$ cat config.mk
export PLATFORM = sky130hd
export DESIGN_NAME = mdu_multiplier
export DESIGN_NICKNAME = d
export VERILOG_FILES = /design/src/verilog/mdu_pkg.sv /design/src/verilog/mdu_multiplier.sv
export VERILOG_INCLUDE_DIRS = /design/src /design/src/verilog
export SDC_FILE = /design/constraint.sdc
export NUM_CORES = 2
export LEC_CHECK = 0
export BUFFER_PORTS_ARGS = -buffer_cell sky130_fd_sc_hd__buf_2
export CAP_MARGIN = 20
export CORE_UTILIZATION = 40
export DETAILED_ROUTE_END_ITERATION = 8
export PLACE_DENSITY_LB_ADDON = 0.1
export SLEW_MARGIN = 20
export SYNTH_ARGS = -nofsm -noshare
export SYNTH_HDL_FRONTEND = slang
export SYNTH_SLANG_ARGS = --single-unit
$ cat constraint.sdc
create_clock -name clk -period 20.3 [get_ports clk]
set_input_delay 4.06 -clock clk [delete_from_list [all_inputs] [get_ports clk]]
set_output_delay 4.06 -clock clk [all_outputs]
set_load 0.02 [all_outputs]
$ cat src/verilog/mdu_defines.svh
`ifndef MDU_DEFINES_SVH
`define MDU_DEFINES_SVH

// ======================================================================
// Datapath sizing
// ======================================================================

`define MDU_XLEN        32

// One restoring step per quotient bit
`define MDU_DIV_STEPS   `MDU_XLEN

// ======================================================================
// Operation encodings
// ======================================================================

`define MDU_OP_MUL      3'd0
`define MDU_OP_MULH     3'd1
`define MDU_OP_MULHU    3'd2
`define MDU_OP_DIV      3'd3
`define MDU_OP_DIVU     3'd4
`define MDU_OP_MOD      3'd5
`define MDU_OP_MODU     3'd6

`endif

$ cat src/verilog/mdu_pkg.sv
`include "mdu_defines.svh"

package mdu_pkg;

    // One register-file word
    typedef logic [`MDU_XLEN-1:0] word_t;

    // Full-width product
    typedef logic [2*`MDU_XLEN-1:0] dword_t;

    typedef logic [2:0] mdu_op_t;

    // Decode info carried alongside a request
    typedef struct packed {
        logic [4:0] rd;
        word_t      pc;
        logic       we;
    } mdu_info_t;

endpackage
$ cat src/verilog/mdu_multiplier.sv
`timescale 1ns/10ps
`include "mdu_defines.svh"

module mdu_multiplier
    import mdu_pkg::*;
(
    input  logic    clk,
    input  logic    rst_i,
    input  logic    flush_i,
    input  logic    start_i,
    input  mdu_op_t op_i,
    input  word_t   src_a_i,
    input  word_t   src_b_i,
    input  logic    ack_i,
    output logic    done_o,
    output word_t   result_o
);

    localparam int XLEN = `MDU_XLEN;
    localparam int HALF = XLEN / 2;
    localparam int PPW  = 2 * HALF + 2;
    localparam int SUMW = 2 * XLEN + 2;

    // ==================================================================
    // Stage one: extend operands and form partial products
    // ==================================================================

    logic                  ext_signed;
    logic signed [XLEN:0]  a_ext;
    logic signed [XLEN:0]  b_ext;
    logic signed [HALF:0]  a_hi;
    logic signed [HALF:0]  a_lo;
    logic signed [HALF:0]  b_hi;
    logic signed [HALF:0]  b_lo;

    // Only MULH treats operands as signed; MUL's low word is sign agnostic
    assign ext_signed = (op_i == `MDU_OP_MULH);
    assign a_ext      = {ext_signed & src_a_i[XLEN-1], src_a_i};
    assign b_ext      = {ext_signed & src_b_i[XLEN-1], src_b_i};

    // Upper halves keep the sign, lower halves are plain magnitudes
    assign a_hi = a_ext[XLEN:HALF];
    assign b_hi = b_ext[XLEN:HALF];
    assign a_lo = {1'b0, a_ext[HALF-1:0]};
    assign b_lo = {1'b0, b_ext[HALF-1:0]};

    logic                  s1_valid_q;
    logic                  hi_sel_q;
    logic signed [PPW-1:0] pp_ll_q;
    logic signed [PPW-1:0] pp_lh_q;
    logic signed [PPW-1:0] pp_hl_q;
    logic signed [PPW-1:0] pp_hh_q;

    always_ff @(posedge clk) begin
        if (rst_i || flush_i) begin
            s1_valid_q <= 1'b0;
        end else begin
            s1_valid_q <= start_i;
        end
    end

    always_ff @(posedge clk) begin
        if (start_i) begin
            pp_ll_q  <= a_lo * b_lo;
            pp_lh_q  <= a_lo * b_hi;
            pp_hl_q  <= a_hi * b_lo;
            pp_hh_q  <= a_hi * b_hi;
            hi_sel_q <= (op_i != `MDU_OP_MUL);
        end
    end

    // ==================================================================
    // Stage two: accumulate and pick a word
    // ==================================================================

    logic signed [SUMW-1:0] ll_ext;
    logic signed [SUMW-1:0] lh_ext;
    logic signed [SUMW-1:0] hl_ext;
    logic signed [SUMW-1:0] hh_ext;
    logic signed [SUMW-1:0] sum;
    dword_t                 product;

    assign ll_ext = pp_ll_q;
    assign lh_ext = pp_lh_q;
    assign hl_ext = pp_hl_q;
    assign hh_ext = pp_hh_q;

    assign sum     = (hh_ext <<< (2 * HALF)) + ((lh_ext + hl_ext) <<< HALF) + ll_ext;
    assign product = sum[2*XLEN-1:0];

    always_ff @(posedge clk) begin
        if (rst_i || flush_i) begin
            done_o <= 1'b0;
        end else if (s1_valid_q) begin
            done_o <= 1'b1;
        end else if (ack_i) begin
            done_o <= 1'b0;
        end
    end

    // Held until the next operation reaches stage two
    always_ff @(posedge clk) begin
        if (s1_valid_q) begin
            result_o <= hi_sel_q ? product[2*XLEN-1:XLEN] : product[XLEN-1:0];
        end
    end

endmodule

==> run metrics <==
run status finished clean; Slew headroom 0.269; WP data required approximately 20 ns; I/O Buffers about 100; PnR worst setup slack approximately 9 ns; number of CTS-inserted buffers 17; count of final setup violators 0; drt pass-1 iters 5; Simple-Gate Fraction of Synth Area 0.148; Final Skew just over 0.02 ns; largest family of logic cells by synthesized area adder cells; # resized after CTS 0; final hold vios 0; detailed router's first-iteration violation count between 1500 and 2000; crit start category primary input; wire length per cell roughly 20 um; Initial Utilization 0.404; area share of fa/ha/maj cells after synthesis 0.532; total congestion overflow 0; post-synth cell types 74; Final period util 0.546; Cell Rows 126; top cells by area, synth fa_1 41%, ha_1 13%, edfxtp_1 10%, inv_1 9.0%, and2_1 6.4%; first-pass GRT wire length between 200000 and 250000 um; Crit Path Class in2reg; layout cell share with drive strength beyond 1 0.0438; core area 118000 um^2; Routed Antenna Nets 0; Commonest cells post-synth 1141 x inv_1, 966 x fa_1, 631 x nand2_1; Clk Latency, worst-skew pair approximately 0.5 ns; Mapped Cells 5122; Final nets 6595; post-route minimum period 11.09 ns; Final HPWL DP around 100000 um; Seq. cell area roughly 5000 um^2; Ports approximately 110; Synth Net Count ~6600; Synth Warn # 0; Fillers around 12000; setup TNS 0 ns; async set-or-reset flop fraction in the synthesized netlist 0; Top FF cell, synth edfxtp_1; pre-CTS WS between 8 and 9 ns; Worst-path clk slew 0.07 ns; syn avg cell area 9.31 um^2; Max Root-Sink Buffers 2; CP Capture Type register; Via-to-Cell Ratio about 5.1; RD Place Congestion 0.854; die area 121000 um^2; most common cell in the netlist inv_1; synth-to-layout area growth 5.40%; Compound-Gate Fraction of Synth Area 0.0665; # DRC 0; CTS tree done; die height ~350 um; cell taking the most area after synthesis fa_1; final core occ 0.426; antenna violations before repair 5; Root Buffer clkbuf_16; Seq/Total Area, Yosys 0.105; crit path DAT between 10 and 15 ns; clk sinks 167; max_cap viols 0; Setup Buffers After CTS 0; gr usage total 0.233; htree depth 4; mux cell area share after synthesis 0.00488; Yosys reg bits ~170; Hold-fix buffers, CTS 0; RSZ-0062 raised after global routing false; Total Wirelength about 130000 um; Tightest Pin Transition roughly 1.1 ns; vias in the first global route about 36000; worst min path class reg2reg; largest net degree at the start of global routing 84; Final Max Tran Viols 0; Synth top area share 0.406; Vias 33597; Crit Path Max Fanout 44; Post-Synth XOR/XNOR Area 0.0365; FMAX around 90 MHz; number of synthesized flops with an enable pin 165; Mapped Area approximately 48000 um^2; area taken by multi-input logic gates around 38000 um^2; Die Wd around 350 um
worst paths after layout:
| path | endpoint | startpoint | slack, ns | depth (start not counted) |
|---|---|---|---|---|
| worst max-delay path | pp_hh_q[30] | src_a_i[31] | 9.21 | 24 |
| worst min-delay path | done_o | done_o | 0.53 | 2 |
| worst max register to register | result_o[29] | pp_lh_q[5] | 13.02 | 22 |
| worst min register to register | done_o | done_o | 0.53 | 2 |
cell families (layout without fill, tap and decap cells):
| group | count (synthesis) | in the layout |
|---|---|---|
| xor+xnor | 199 | 199 |
| fa+ha+maj | 1448 | 1448 |
| other cells | 0 | 4 |
| flops | 167 | 167 |
| compound gates | 488 | 488 |
| mux | 21 | 21 |
| simple gates | 1440 | 1440 |
| buf+inv | 1359 | 1325 |
placed cells by master, fill, tap and decap left out, drive strengths merged, types with 125 or more instances in the layout:
| master | netlist | routed |
|---|---|---|
| inv | 1141 | 1150 |
| fa | 966 | 966 |
| nand2 | 631 | 631 |
| and2 | 485 | 485 |
| ha | 482 | 482 |
| edfxtp | 165 | 165 |
| a21oi | 158 | 158 |
| buf | 3 | 148 |
| xnor2 | 140 | 140 |
| nor2 | 125 | 125 |
registers in the layout (all words and copies together), names as in the netlist:
name / flops
pp_ll_q: 32
s1_valid_q: 1
hi_sel_q: 1
pp_lh_q: 34
result_o: 32
done_o: 1
pp_hl_q: 34
pp_hh_q: 32
worst max-delay path, stage by stage:
cell,delay (ns)
buf_2,0.07
buf_4,0.45
and2_1,0.86
nand2_1,0.22
inv_1,0.20
fa_1,0.46
fa_1,0.55
inv_1,0.05
fa_1,0.49
fa_1,0.46
fa_1,0.49
fa_1,0.50
inv_1,0.04
ha_1,0.36
a211oi_1,0.30
nor2b_1,0.16
o21ai_1,0.10
a211o_1,0.28
o311ai_1,0.25
nand3_1,0.14
o41a_1,0.36
a21o_1,0.19
a21oi_1,0.17
xnor2_1,0.09
per-layer routing:
layer  track usage  wire length, um  share of wire
met5             0               27        0.00020
met4        0.0366             1690          0.013
met3        0.0249             5570          0.042
met2         0.386            62600           0.47
met1         0.333            63500           0.48
cell type report:
cell class | count | area share
clock buffer | 18 | 0.00854
tap | 1536 | 0.0382
antenna | 4 | 0.000199
multi-input combinational | 3596 | 0.748
clock inverter | 14 | 0.00311
timing repair buffer | 148 | 0.0171
sequential | 167 | 0.0994
inverter | 1145 | 0.0855
stage by stage:
| step | hold slack, ns | instances | area, um^2 |
|---|---|---|---|
| after global routing | 0.560 | 6624 | 50300 |
| after global placement | 0.507 | 6592 | 49700 |
| after floorplan | 0.525 | 5122 | 47700 |
| after CTS | 0.527 | 6624 | 50300 |
| final | 0.525 | 6628 | 50300 |
| after detailed placement | 0.512 | 6592 | 49700 |
Power is not shown: default switching activity piles up to over one toggle a cycle in this logic, so the estimate is an artifact.
