$ cat config.mk
export PLATFORM = sky130hd
export DESIGN_NAME = mdu_divider
export DESIGN_NICKNAME = d
export VERILOG_FILES = /design/src/verilog/mdu_pkg.sv /design/src/verilog/mdu_divider.sv
export VERILOG_INCLUDE_DIRS = /design/src /design/src/verilog
export SDC_FILE = /design/constraint.sdc
export NUM_CORES = 1
export LEC_CHECK = 0
export BUFFER_PORTS_ARGS = -buffer_cell sky130_fd_sc_hd__buf_2
export CAP_MARGIN = 10
export CORE_ASPECT_RATIO = 1.25
export CORE_MARGIN = 8
export CORE_UTILIZATION = 40
export CTS_BUF_LIST = sky130_fd_sc_hd__clkbuf_4 sky130_fd_sc_hd__clkbuf_8
export DETAILED_ROUTE_END_ITERATION = 16
export SLEW_MARGIN = 25
export SYNTH_ARGS = -nofsm -noshare
export SYNTH_HDL_FRONTEND = slang
export SYNTH_SLANG_ARGS = --single-unit
$ cat constraint.sdc
create_clock -name clk -period 3.2 [get_ports clk]
set_input_delay 0.32 -clock clk [delete_from_list [all_inputs] [get_ports clk]]
set_output_delay 0.32 -clock clk [all_outputs]
set_load 0.005 [all_outputs]
$ cat src/verilog/mdu_defines.svh
`ifndef MDU_DEFINES_SVH
`define MDU_DEFINES_SVH

// ======================================================================
// Datapath sizing
// ======================================================================

`define MDU_XLEN        32

// One restoring step per quotient bit
`define MDU_DIV_STEPS   `MDU_XLEN

// ======================================================================
// Operation encodings
// ======================================================================

`define MDU_OP_MUL      3'd0
`define MDU_OP_MULH     3'd1
`define MDU_OP_MULHU    3'd2
`define MDU_OP_DIV      3'd3
`define MDU_OP_DIVU     3'd4
`define MDU_OP_MOD      3'd5
`define MDU_OP_MODU     3'd6

`endif

$ cat src/verilog/mdu_pkg.sv
`include "mdu_defines.svh"

package mdu_pkg;

    // One register-file word
    typedef logic [`MDU_XLEN-1:0] word_t;

    // Full-width product
    typedef logic [2*`MDU_XLEN-1:0] dword_t;

    typedef logic [2:0] mdu_op_t;

    // Decode info carried alongside a request
    typedef struct packed {
        logic [4:0] rd;
        word_t      pc;
        logic       we;
    } mdu_info_t;

endpackage
$ cat src/verilog/mdu_divider.sv
`timescale 1ns/10ps
`include "mdu_defines.svh"

module mdu_divider
    import mdu_pkg::*;
(
    input  logic    clk,
    input  logic    rst_i,
    input  logic    flush_i,
    input  logic    start_i,
    input  mdu_op_t op_i,
    input  word_t   src_a_i,
    input  word_t   src_b_i,
    input  logic    ack_i,
    output logic    done_o,
    output word_t   result_o
);

    localparam int XLEN  = `MDU_XLEN;
    localparam int STEPS = `MDU_DIV_STEPS;
    localparam int CNTW  = $clog2(STEPS + 1);

    typedef enum logic [1:0] {
        DIV_IDLE,
        DIV_RUN,
        DIV_FIX,
        DIV_DONE
    } div_state_e;

    div_state_e      state_q;
    logic [CNTW-1:0] count_q;

    // ==================================================================
    // Setup: signs, magnitudes and the zero-divisor flag
    // ==================================================================

    logic  op_signed;
    logic  op_rem;
    logic  a_neg;
    logic  b_neg;
    word_t a_abs;
    word_t b_abs;

    assign op_signed = (op_i == `MDU_OP_DIV) || (op_i == `MDU_OP_MOD);
    assign op_rem    = (op_i == `MDU_OP_MOD) || (op_i == `MDU_OP_MODU);
    assign a_neg     = op_signed & src_a_i[XLEN-1];
    assign b_neg     = op_signed & src_b_i[XLEN-1];
    assign a_abs     = a_neg ? -src_a_i : src_a_i;
    assign b_abs     = b_neg ? -src_b_i : src_b_i;

    logic  neg_quot_q;
    logic  neg_rem_q;
    logic  div_zero_q;
    logic  sel_rem_q;
    word_t divisor_q;
    word_t rem_q;
    word_t quot_q;

    // ==================================================================
    // Restoring step
    // ==================================================================

    logic [XLEN:0]   shifted;
    logic [XLEN+1:0] diff;
    logic            fits;

    // Dividend bits shift out of the quotient register into the remainder
    assign shifted = {rem_q, quot_q[XLEN-1]};
    assign diff    = {1'b0, shifted} - {2'b00, divisor_q};
    assign fits    = ~diff[XLEN+1];

    // Fixup values
    word_t quot_fix;
    word_t rem_fix;

    // A zero divisor leaves the remainder equal to the dividend by itself
    assign quot_fix = div_zero_q ? '1 : (neg_quot_q ? -quot_q : quot_q);
    assign rem_fix  = neg_rem_q ? -rem_q : rem_q;

    always_ff @(posedge clk) begin
        if (rst_i || flush_i) begin
            state_q <= DIV_IDLE;
            count_q <= '0;
        end else begin
            case (state_q)
                DIV_IDLE: begin
                    if (start_i) begin
                        state_q <= DIV_RUN;
                        count_q <= CNTW'(STEPS);
                    end
                end
                DIV_RUN: begin
                    count_q <= count_q - 1'b1;
                    if (count_q == CNTW'(1)) begin
                        state_q <= DIV_FIX;
                    end
                end
                DIV_FIX: begin
                    state_q <= DIV_DONE;
                end
                DIV_DONE: begin
                    if (ack_i) begin
                        state_q <= DIV_IDLE;
                    end
                end
                default: begin
                    state_q <= DIV_IDLE;
                end
            endcase
        end
    end

    always_ff @(posedge clk) begin
        if (state_q == DIV_IDLE && start_i) begin
            neg_quot_q <= a_neg ^ b_neg;
            neg_rem_q  <= a_neg;
            div_zero_q <= (src_b_i == '0);
            sel_rem_q  <= op_rem;
            divisor_q  <= b_abs;
            rem_q      <= '0;
            quot_q     <= a_abs;
        end else if (state_q == DIV_RUN) begin
            if (fits) begin
                rem_q <= diff[XLEN-1:0];
            end else begin
                rem_q <= shifted[XLEN-1:0];
            end
            quot_q <= {quot_q[XLEN-2:0], fits};
        end
    end

    always_ff @(posedge clk) begin
        if (state_q == DIV_FIX) begin
            result_o <= sel_rem_q ? rem_fix : quot_fix;
        end
    end

    assign done_o = (state_q == DIV_DONE);

endmodule

==> results of run 1 <==
[sequential cells by signal, indices dropped and copies added, names as in the netlist, 2 cells and up]
register / flops
state_q: 2
count_q: 6
quot_q: 32
divisor_q: 32
rem_q: 32
result_o: 32
[power by group]
group | switching [mW] | internal [mW]
Clock | 0.717 | 0.814
Combinational | 0.929 | 0.704
Sequential | 0.156 | 2.15
Total | 1.80 | 3.67
[per-layer routing]
layer / track usage (%) / up-vias
li1: - / 4302
met1: 22.8 / 3921
met2: 27.0 / 212
met3: 3.65 / 30
met4: 6.88 / 0
met5: 0 / -
[cells in the mapped netlist (all sizes together), types with 2 or more instances]
cell	instances	area, um2
a21oi	65	325
o21a	3	22.5
o41ai	15	158
ha	42	526
a41oi	2	17.5
nor3	33	170
nand2b	5	31.3
a21boi	6	45.0
a22oi	31	233
or4	16	136
o211ai	3	22.5
o32ai	2	17.5
clkbuf	43	161
or3b	2	17.5
a32oi	2	17.5
or3	10	72.6
a21o	15	113
o21bai	3	22.5
xnor2	55	482
a211oi	4	30.0
edfxtp	100	3000
and2	2	12.5
or2	4	25.0
a221o	2	20.0
xor2	94	823
nor2	77	289
o31ai	30	235
nand2	132	495
nor4	12	75.1
buf	6	25.0
o311ai	3	26.3
a311oi	2	17.5
nand3	16	80.1
o21ai	103	515
dfxtp	40	801
and3	7	43.8
nor3b	3	22.5
inv	56	210
mux2i	9	90.1
nand4	6	37.5
clkinv	2	7.51
nor2b	6	37.5
a31oi	21	131
[worst paths after layout]
| kind | startpoint | end | cells after the start |
|---|---|---|---|
| min | src_b_i[0] | divisor_q[0] | 1 |
| max | quot_q[12] | result_o[28] | 7 |
| min reg2reg | count_q[1] | count_q[1] | 2 |
| max reg2reg | quot_q[12] | result_o[28] | 7 |
[repair_timing]
action / in CTS / in global routing
hold buffers: 0 / 0
resized for setup: 0 / 8
hold endpoints to repair: 0 / 0
setup buffers: 0 / 0
setup endpoints to repair: 0 / 15
[cell families (layout without fill, tap and decap cells)]
| logic type | count (synthesis) | in the layout | synth area share [%] |
|---|---|---|---|
| AO/OA/AOI/OAI | 318 | 318 | 20.7 |
| XOR/XNOR | 149 | 149 | 13.4 |
| adder cells (fa/ha/maj) | 43 | 43 | 5.59 |
| buffers and inverters | 107 | 269 | 4.14 |
| flip-flops | 140 | 140 | 38.9 |
| multiplexers | 10 | 10 | 1.04 |
| AND/OR/NAND/NOR | 335 | 335 | 16.2 |
[worst reg2reg max path, stage by stage (launching register included)]
cell	delay, ps
edfxtp_1	410
or4_4	550
or4_4	450
or3_4	370
or4_4	530
o31ai_2	250
xor2_1	170
a22oi_1	100
[area by class of cell]
class | count | area, um2
flip-flops and latches | 140 | 3800
fillers | 2376 | 12700
multi-input cells | 855 | 5620
inverters | 58 | 218
repair buffers | 179 | 1110
well taps | 330 | 413
clock inverters | 11 | 145
clock buffers | 21 | 270
[cells in the final DEF, fill, tap and decap left out, types with 15 or more instances in the layout]
cell      instances
a21o_1           15
a21oi_1          63
a22oi_1          31
a31oi_1          21
buf_2           104
buf_4            73
clkbuf_8         18
dfxtp_1          40
edfxtp_1        100
ha_1             42
inv_1            56
nand2_1         131
nand3_1          16
nor2_1           76
nor3_1           31
o21ai_0         102
o31ai_1          28
xnor2_1          55
xor2_1           94
[metrics by stage]
stage | std cells | hold WS [ps]
3_3_place_gp | 1562 | 499
5_1_grt | 1594 | 68.1
6_report | 1594 | 80.1
3_5_place_dp | 1562 | 510
4_1_cts | 1594 | 59.7
2_1_floorplan | 1102 | 419
==> reports/qor.yml, run 1 <==
synthesis:
  synth_nets: 1217
  synth_area_per_cell_um2: 8.86
  ys_seq_elements: 140
  async_reset_ff_share_pct: 0
  ys_types: 65
  synthCells: 1102
  ys.flop_type: "edfxtp_1"
  synth_area_um2: 9770
  ys_warn_count: 0
  synth-seq-area-share_pct: 38.9
  synth-edff-count: 100
place:
  dpl-instance-area_um2: 11100
  io_buffers: 104
  dp_hpwl_um: 19600
  post-place-ws_ps: 123
  gp_congestion: 0.887
cells_and_area:
  final_util_pct: 47.7
  synthToLayoutAreaGrowth_pct: 18.5
  diodes: 0
  fin_nets: 1366
  drive_gt1_share_pct: 18.9
  stdcell_area_um2: 11600
detailed_routing:
  wl_met2_um: 11200
  first_iter_violations: 507
  wl_met1_um: 12000
  remaining_drc_errors: 0
  via_count: 8465
  ant_nets: 0
  vias_per_cell: 5.31
  highest-signal-layer: "met4"
  wl_met3_um: 1450
  drt-pass1-iter-count: 5
  wl_per_cell_um: 15.9
  routed_wl_um: 25400
setup_path:
  slowest_delay_ps: 550
  required_ps: 3400
  arrival_ps: 3290
  crit_type: "reg -> reg"
  cp-end-kind: "flop"
  path_delay_family: "simple AND/OR/NAND/NOR gates"
  path_buf_inv: 0
  startpoint_type: "flop"
  crit_top_cell: "or4_4"
  path_cells: "or4_4, or4_4, or3_4, or4_4, o31ai_2, xor2_1, a22oi_1"
  r2r_slack_ps: 110
  critPathSlowestCell: "or4_4"
  critical_path.max_fanout: 4
sta:
  slew-limit-headroom_pct: 42.4
  max_freq_mhz: 323
  fin_setup_tns_ps: 0
  worst_pin_slew_ps: 864
  slew_violations: 0
  finalHoldViolations: 0
  setup_slack_ps: 107
  min_period_ps: 3090
  finalSetupViolCount: 0
  period_share_pct: 96.7
  skew_ps: 16.2
grt:
  gr-usage-all-layers_pct: 17.2
  antenna_found_initial: 0
  grt_pass1_vias: 7987
  grt-ovfl-total: 0
  grt_max_degree: 66
  grt_first_pass_wirelength_um: 41100
clocking:
  path_clk_slew_ps: 90
  numCtsBuffers: 17
  clk_path_buf_depth: 2
  root_buffer: "clkbuf_8"
  cts_tree: "done"
  htree_levels: 4
  clock-sinks: 140
  clk_latency_ps: 480
floorplanning:
  die-area_um2: 29700
  rows: 64
  core-area_um2: 24300
  start_util_pct: 40.3
  die_y_um: 191
  fp.dieW_um: 156
  top_level_ports: 105
outcome:
  status: "finished, final reports clean"
power_and_ir_drop:
  powerDensity_nw_per_um2: 473
  p_leak_nw: 4.72
  ir_drop_v: 0.000206
  finalPower_mw: 5.47
worst_hold_path:
  holdCritPathClass: "in -> reg"
run:
  maxCapViolations: 0
Power figures use the tool's default switching activity.
==> run 2: changes to the inputs <==
--- a/config.mk
+++ b/config.mk
@@ -6,7 +6,7 @@
 export SDC_FILE = /design/constraint.sdc
 export NUM_CORES = 1
 export LEC_CHECK = 0
-export BUFFER_PORTS_ARGS = -buffer_cell sky130_fd_sc_hd__buf_2
+export BUFFER_PORTS_ARGS = -buffer_cell sky130_fd_sc_hd__buf_4
 export CAP_MARGIN = 10
 export CORE_ASPECT_RATIO = 1.25
 export CORE_MARGIN = 8
==> run 2 against run 1 <==
Net effect: clock-buffer cell count unchanged; core utilization is 0.77 points higher; cell area is 1.6% higher; hold slack got worse by 13 ps; non-clock buffer count is 4 lower; clock power decreased by 5%; cell count decreased by 0.25%; global-route usage down 0.15 points; flip-flop and latch count unchanged; routed wire length decreased by 1.8%.
==> reports/qor.yml, run 2 (synthesis results as in run 1) <==
outcome:
  status: "finished, final reports clean"
detailed_routing:
  first_iter_violations: 426
  ant_nets: 0
  wl_per_cell_um: 15.7
  routed_wl_um: 25000
  via_count: 8382
  remaining_drc_errors: 0
  drt-pass1-iter-count: 5
  vias_per_cell: 5.27
place:
  place_inst: 1558
  dp_hpwl_um: 19400
  dpl-instance-area_um2: 11300
  gp_congestion: 0.885
  io_buffers: 104
sta:
  fin_setup_tns_ps: 0
  slew_violations: 0
  max_freq_mhz: 324
  rsz0062_at_grt: "no"
  slew-limit-headroom_pct: 40.4
  finalSetupViolCount: 0
  finalHoldViolations: 0
  period_share_pct: 96.4
  worst_pin_slew_ps: 894
  min_period_ps: 3080
  skew_ps: 11.6
clocking:
  clock-sinks: 140
  cts_tree: "done"
  postCtsHoldBufs: 0
  clk_path_buf_depth: 2
  cts_setup_buffers: 0
  htree_levels: 4
  numCtsBuffers: 17
  root_buffer: "clkbuf_8"
  path_clk_slew_ps: 80
  clk_latency_ps: 460
cells_and_area:
  drive_gt1_share_pct: 18.6
  diodes: 0
  synthToLayoutAreaGrowth_pct: 20.4
  layout_common_cells: "buf_4, nand2_1, o21ai_0"
  stdcell_area_um2: 11800
  instances_no_fill: 1590
  final_util_pct: 48.5
  fin_nets: 1362
  layout_commonest_cell: "buf_4"
setup_path:
  crit_top_cell: "or4_4"
  r2r_slack_ps: 120
  r2r.worst_path.cells: 7
  path_cells: "or4_4, or4_4, or3_4, or4_4, o31ai_1, xor2_1, a22oi_1"
  slowest_delay_ps: 560
  r2r_end: "result_o[25]"
  crit_type: "reg -> reg"
  startpoint_type: "flop"
  critical_path.max_fanout: 5
  critPathSlowestCell: "or4_4"
  timing.rr.start: "quot_q[13]"
  cp-end-kind: "flop"
  arrival_ps: 3270
  required_ps: 3390
grt:
  grt_pass1_vias: 8144
  grt-ovfl-total: 0
  grt_first_pass_wirelength_um: 40900
  gr-usage-all-layers_pct: 17.1
  antenna_found_initial: 0
  grt_max_degree: 62
floorplanning:
  fp.dieW_um: 156
  die-area_um2: 29700
  start_util_pct: 40.3
  core-area_um2: 24300
  rows: 64
  top_level_ports: 105
  die_y_um: 191
worst_hold_path:
  hold_path_end: "divisor_q[0]"
  holdCritPathClass: "in -> reg"
  hold_depth: 1
  min_from: "src_b_i[0]"
run:
  maxCapViolations: 0
power_and_ir_drop:
  p_leak_nw: 4.78
  ir_drop_v: 0.000183
  powerDensity_nw_per_um2: 459
==> run 2: cell types whose count changed in the layout (fill, tap and decap cells not counted), moves of 2 or more <==
cell / delta
buf_4: +101
buf_2: -104
clkbuf_8: +2
clkbuf_4: -2
clkinv_4: -2
inv_4: +3
==> run 2: critical path, delay by kind of cell, from the launching register on <==
family	cells	cell delay, ps
AO/OA/AOI/OAI	2	370
AND/OR/NAND/NOR	4	1870
flip-flops	1	380
XOR/XNOR	1	190
==> run 2: area by class of cell <==
class / instances / area (um2)
clock buffers: 21 / 283
repair buffers: 175 / 1330
clock inverters: 11 / 114
flip-flops and latches: 140 / 3800
multi-input cells: 855 / 5600
fillers: 2361 / 12500
inverters: 58 / 218
well taps: 330 / 413
==> run 2: where the power goes <==
group	internal, mW	switching, mW	total, mW
combinational	0.717	0.917	1.63
sequential	2.15	0.152	2.31
clock	0.758	0.695	1.45
==> run 2: what timing repair did <==
item | 4_1_cts | 5_1_grt
gates resized for setup | 0 | 6
endpoints found under the hold margin | 0 | 0
endpoints found under the setup margin | 0 | 14
==> run 2: worst max path at each step <==
stage | startpoint | end | slack (ps) | cells past startpoint
floorplan | quot_q[13] | result_o[28] | 200 | 7
global placement | quot_q[13] | result_o[28] | 160 | 7
detailed placement | quot_q[13] | result_o[28] | 140 | 7
CTS | quot_q[13] | result_o[25] | 100 | 7
global route | quot_q[13] | result_o[24] | 7 | 7
finish | quot_q[13] | result_o[25] | 120 | 7
==> run 2: routing by layer <==
metal	global-route usage, %	up-vias	share of wire (%)
li1	-	4311	-
met1	22.5	3816	46
met2	27.5	231	45
met3	3.72	24	6.7
met4	5.27	0	2.0
met5	0	-	0
==> run 2: through the flow <==
step           hold slack (ps)  power, mW  setup slack (ps)
6_report                  67.2       5.39               116
5_1_grt                   49.3       5.72              7.04
4_1_cts                   43.2       5.42               105
3_5_place_dp               523       3.96               142
3_3_place_gp               496       3.94               156
2_1_floorplan              419       3.40               200
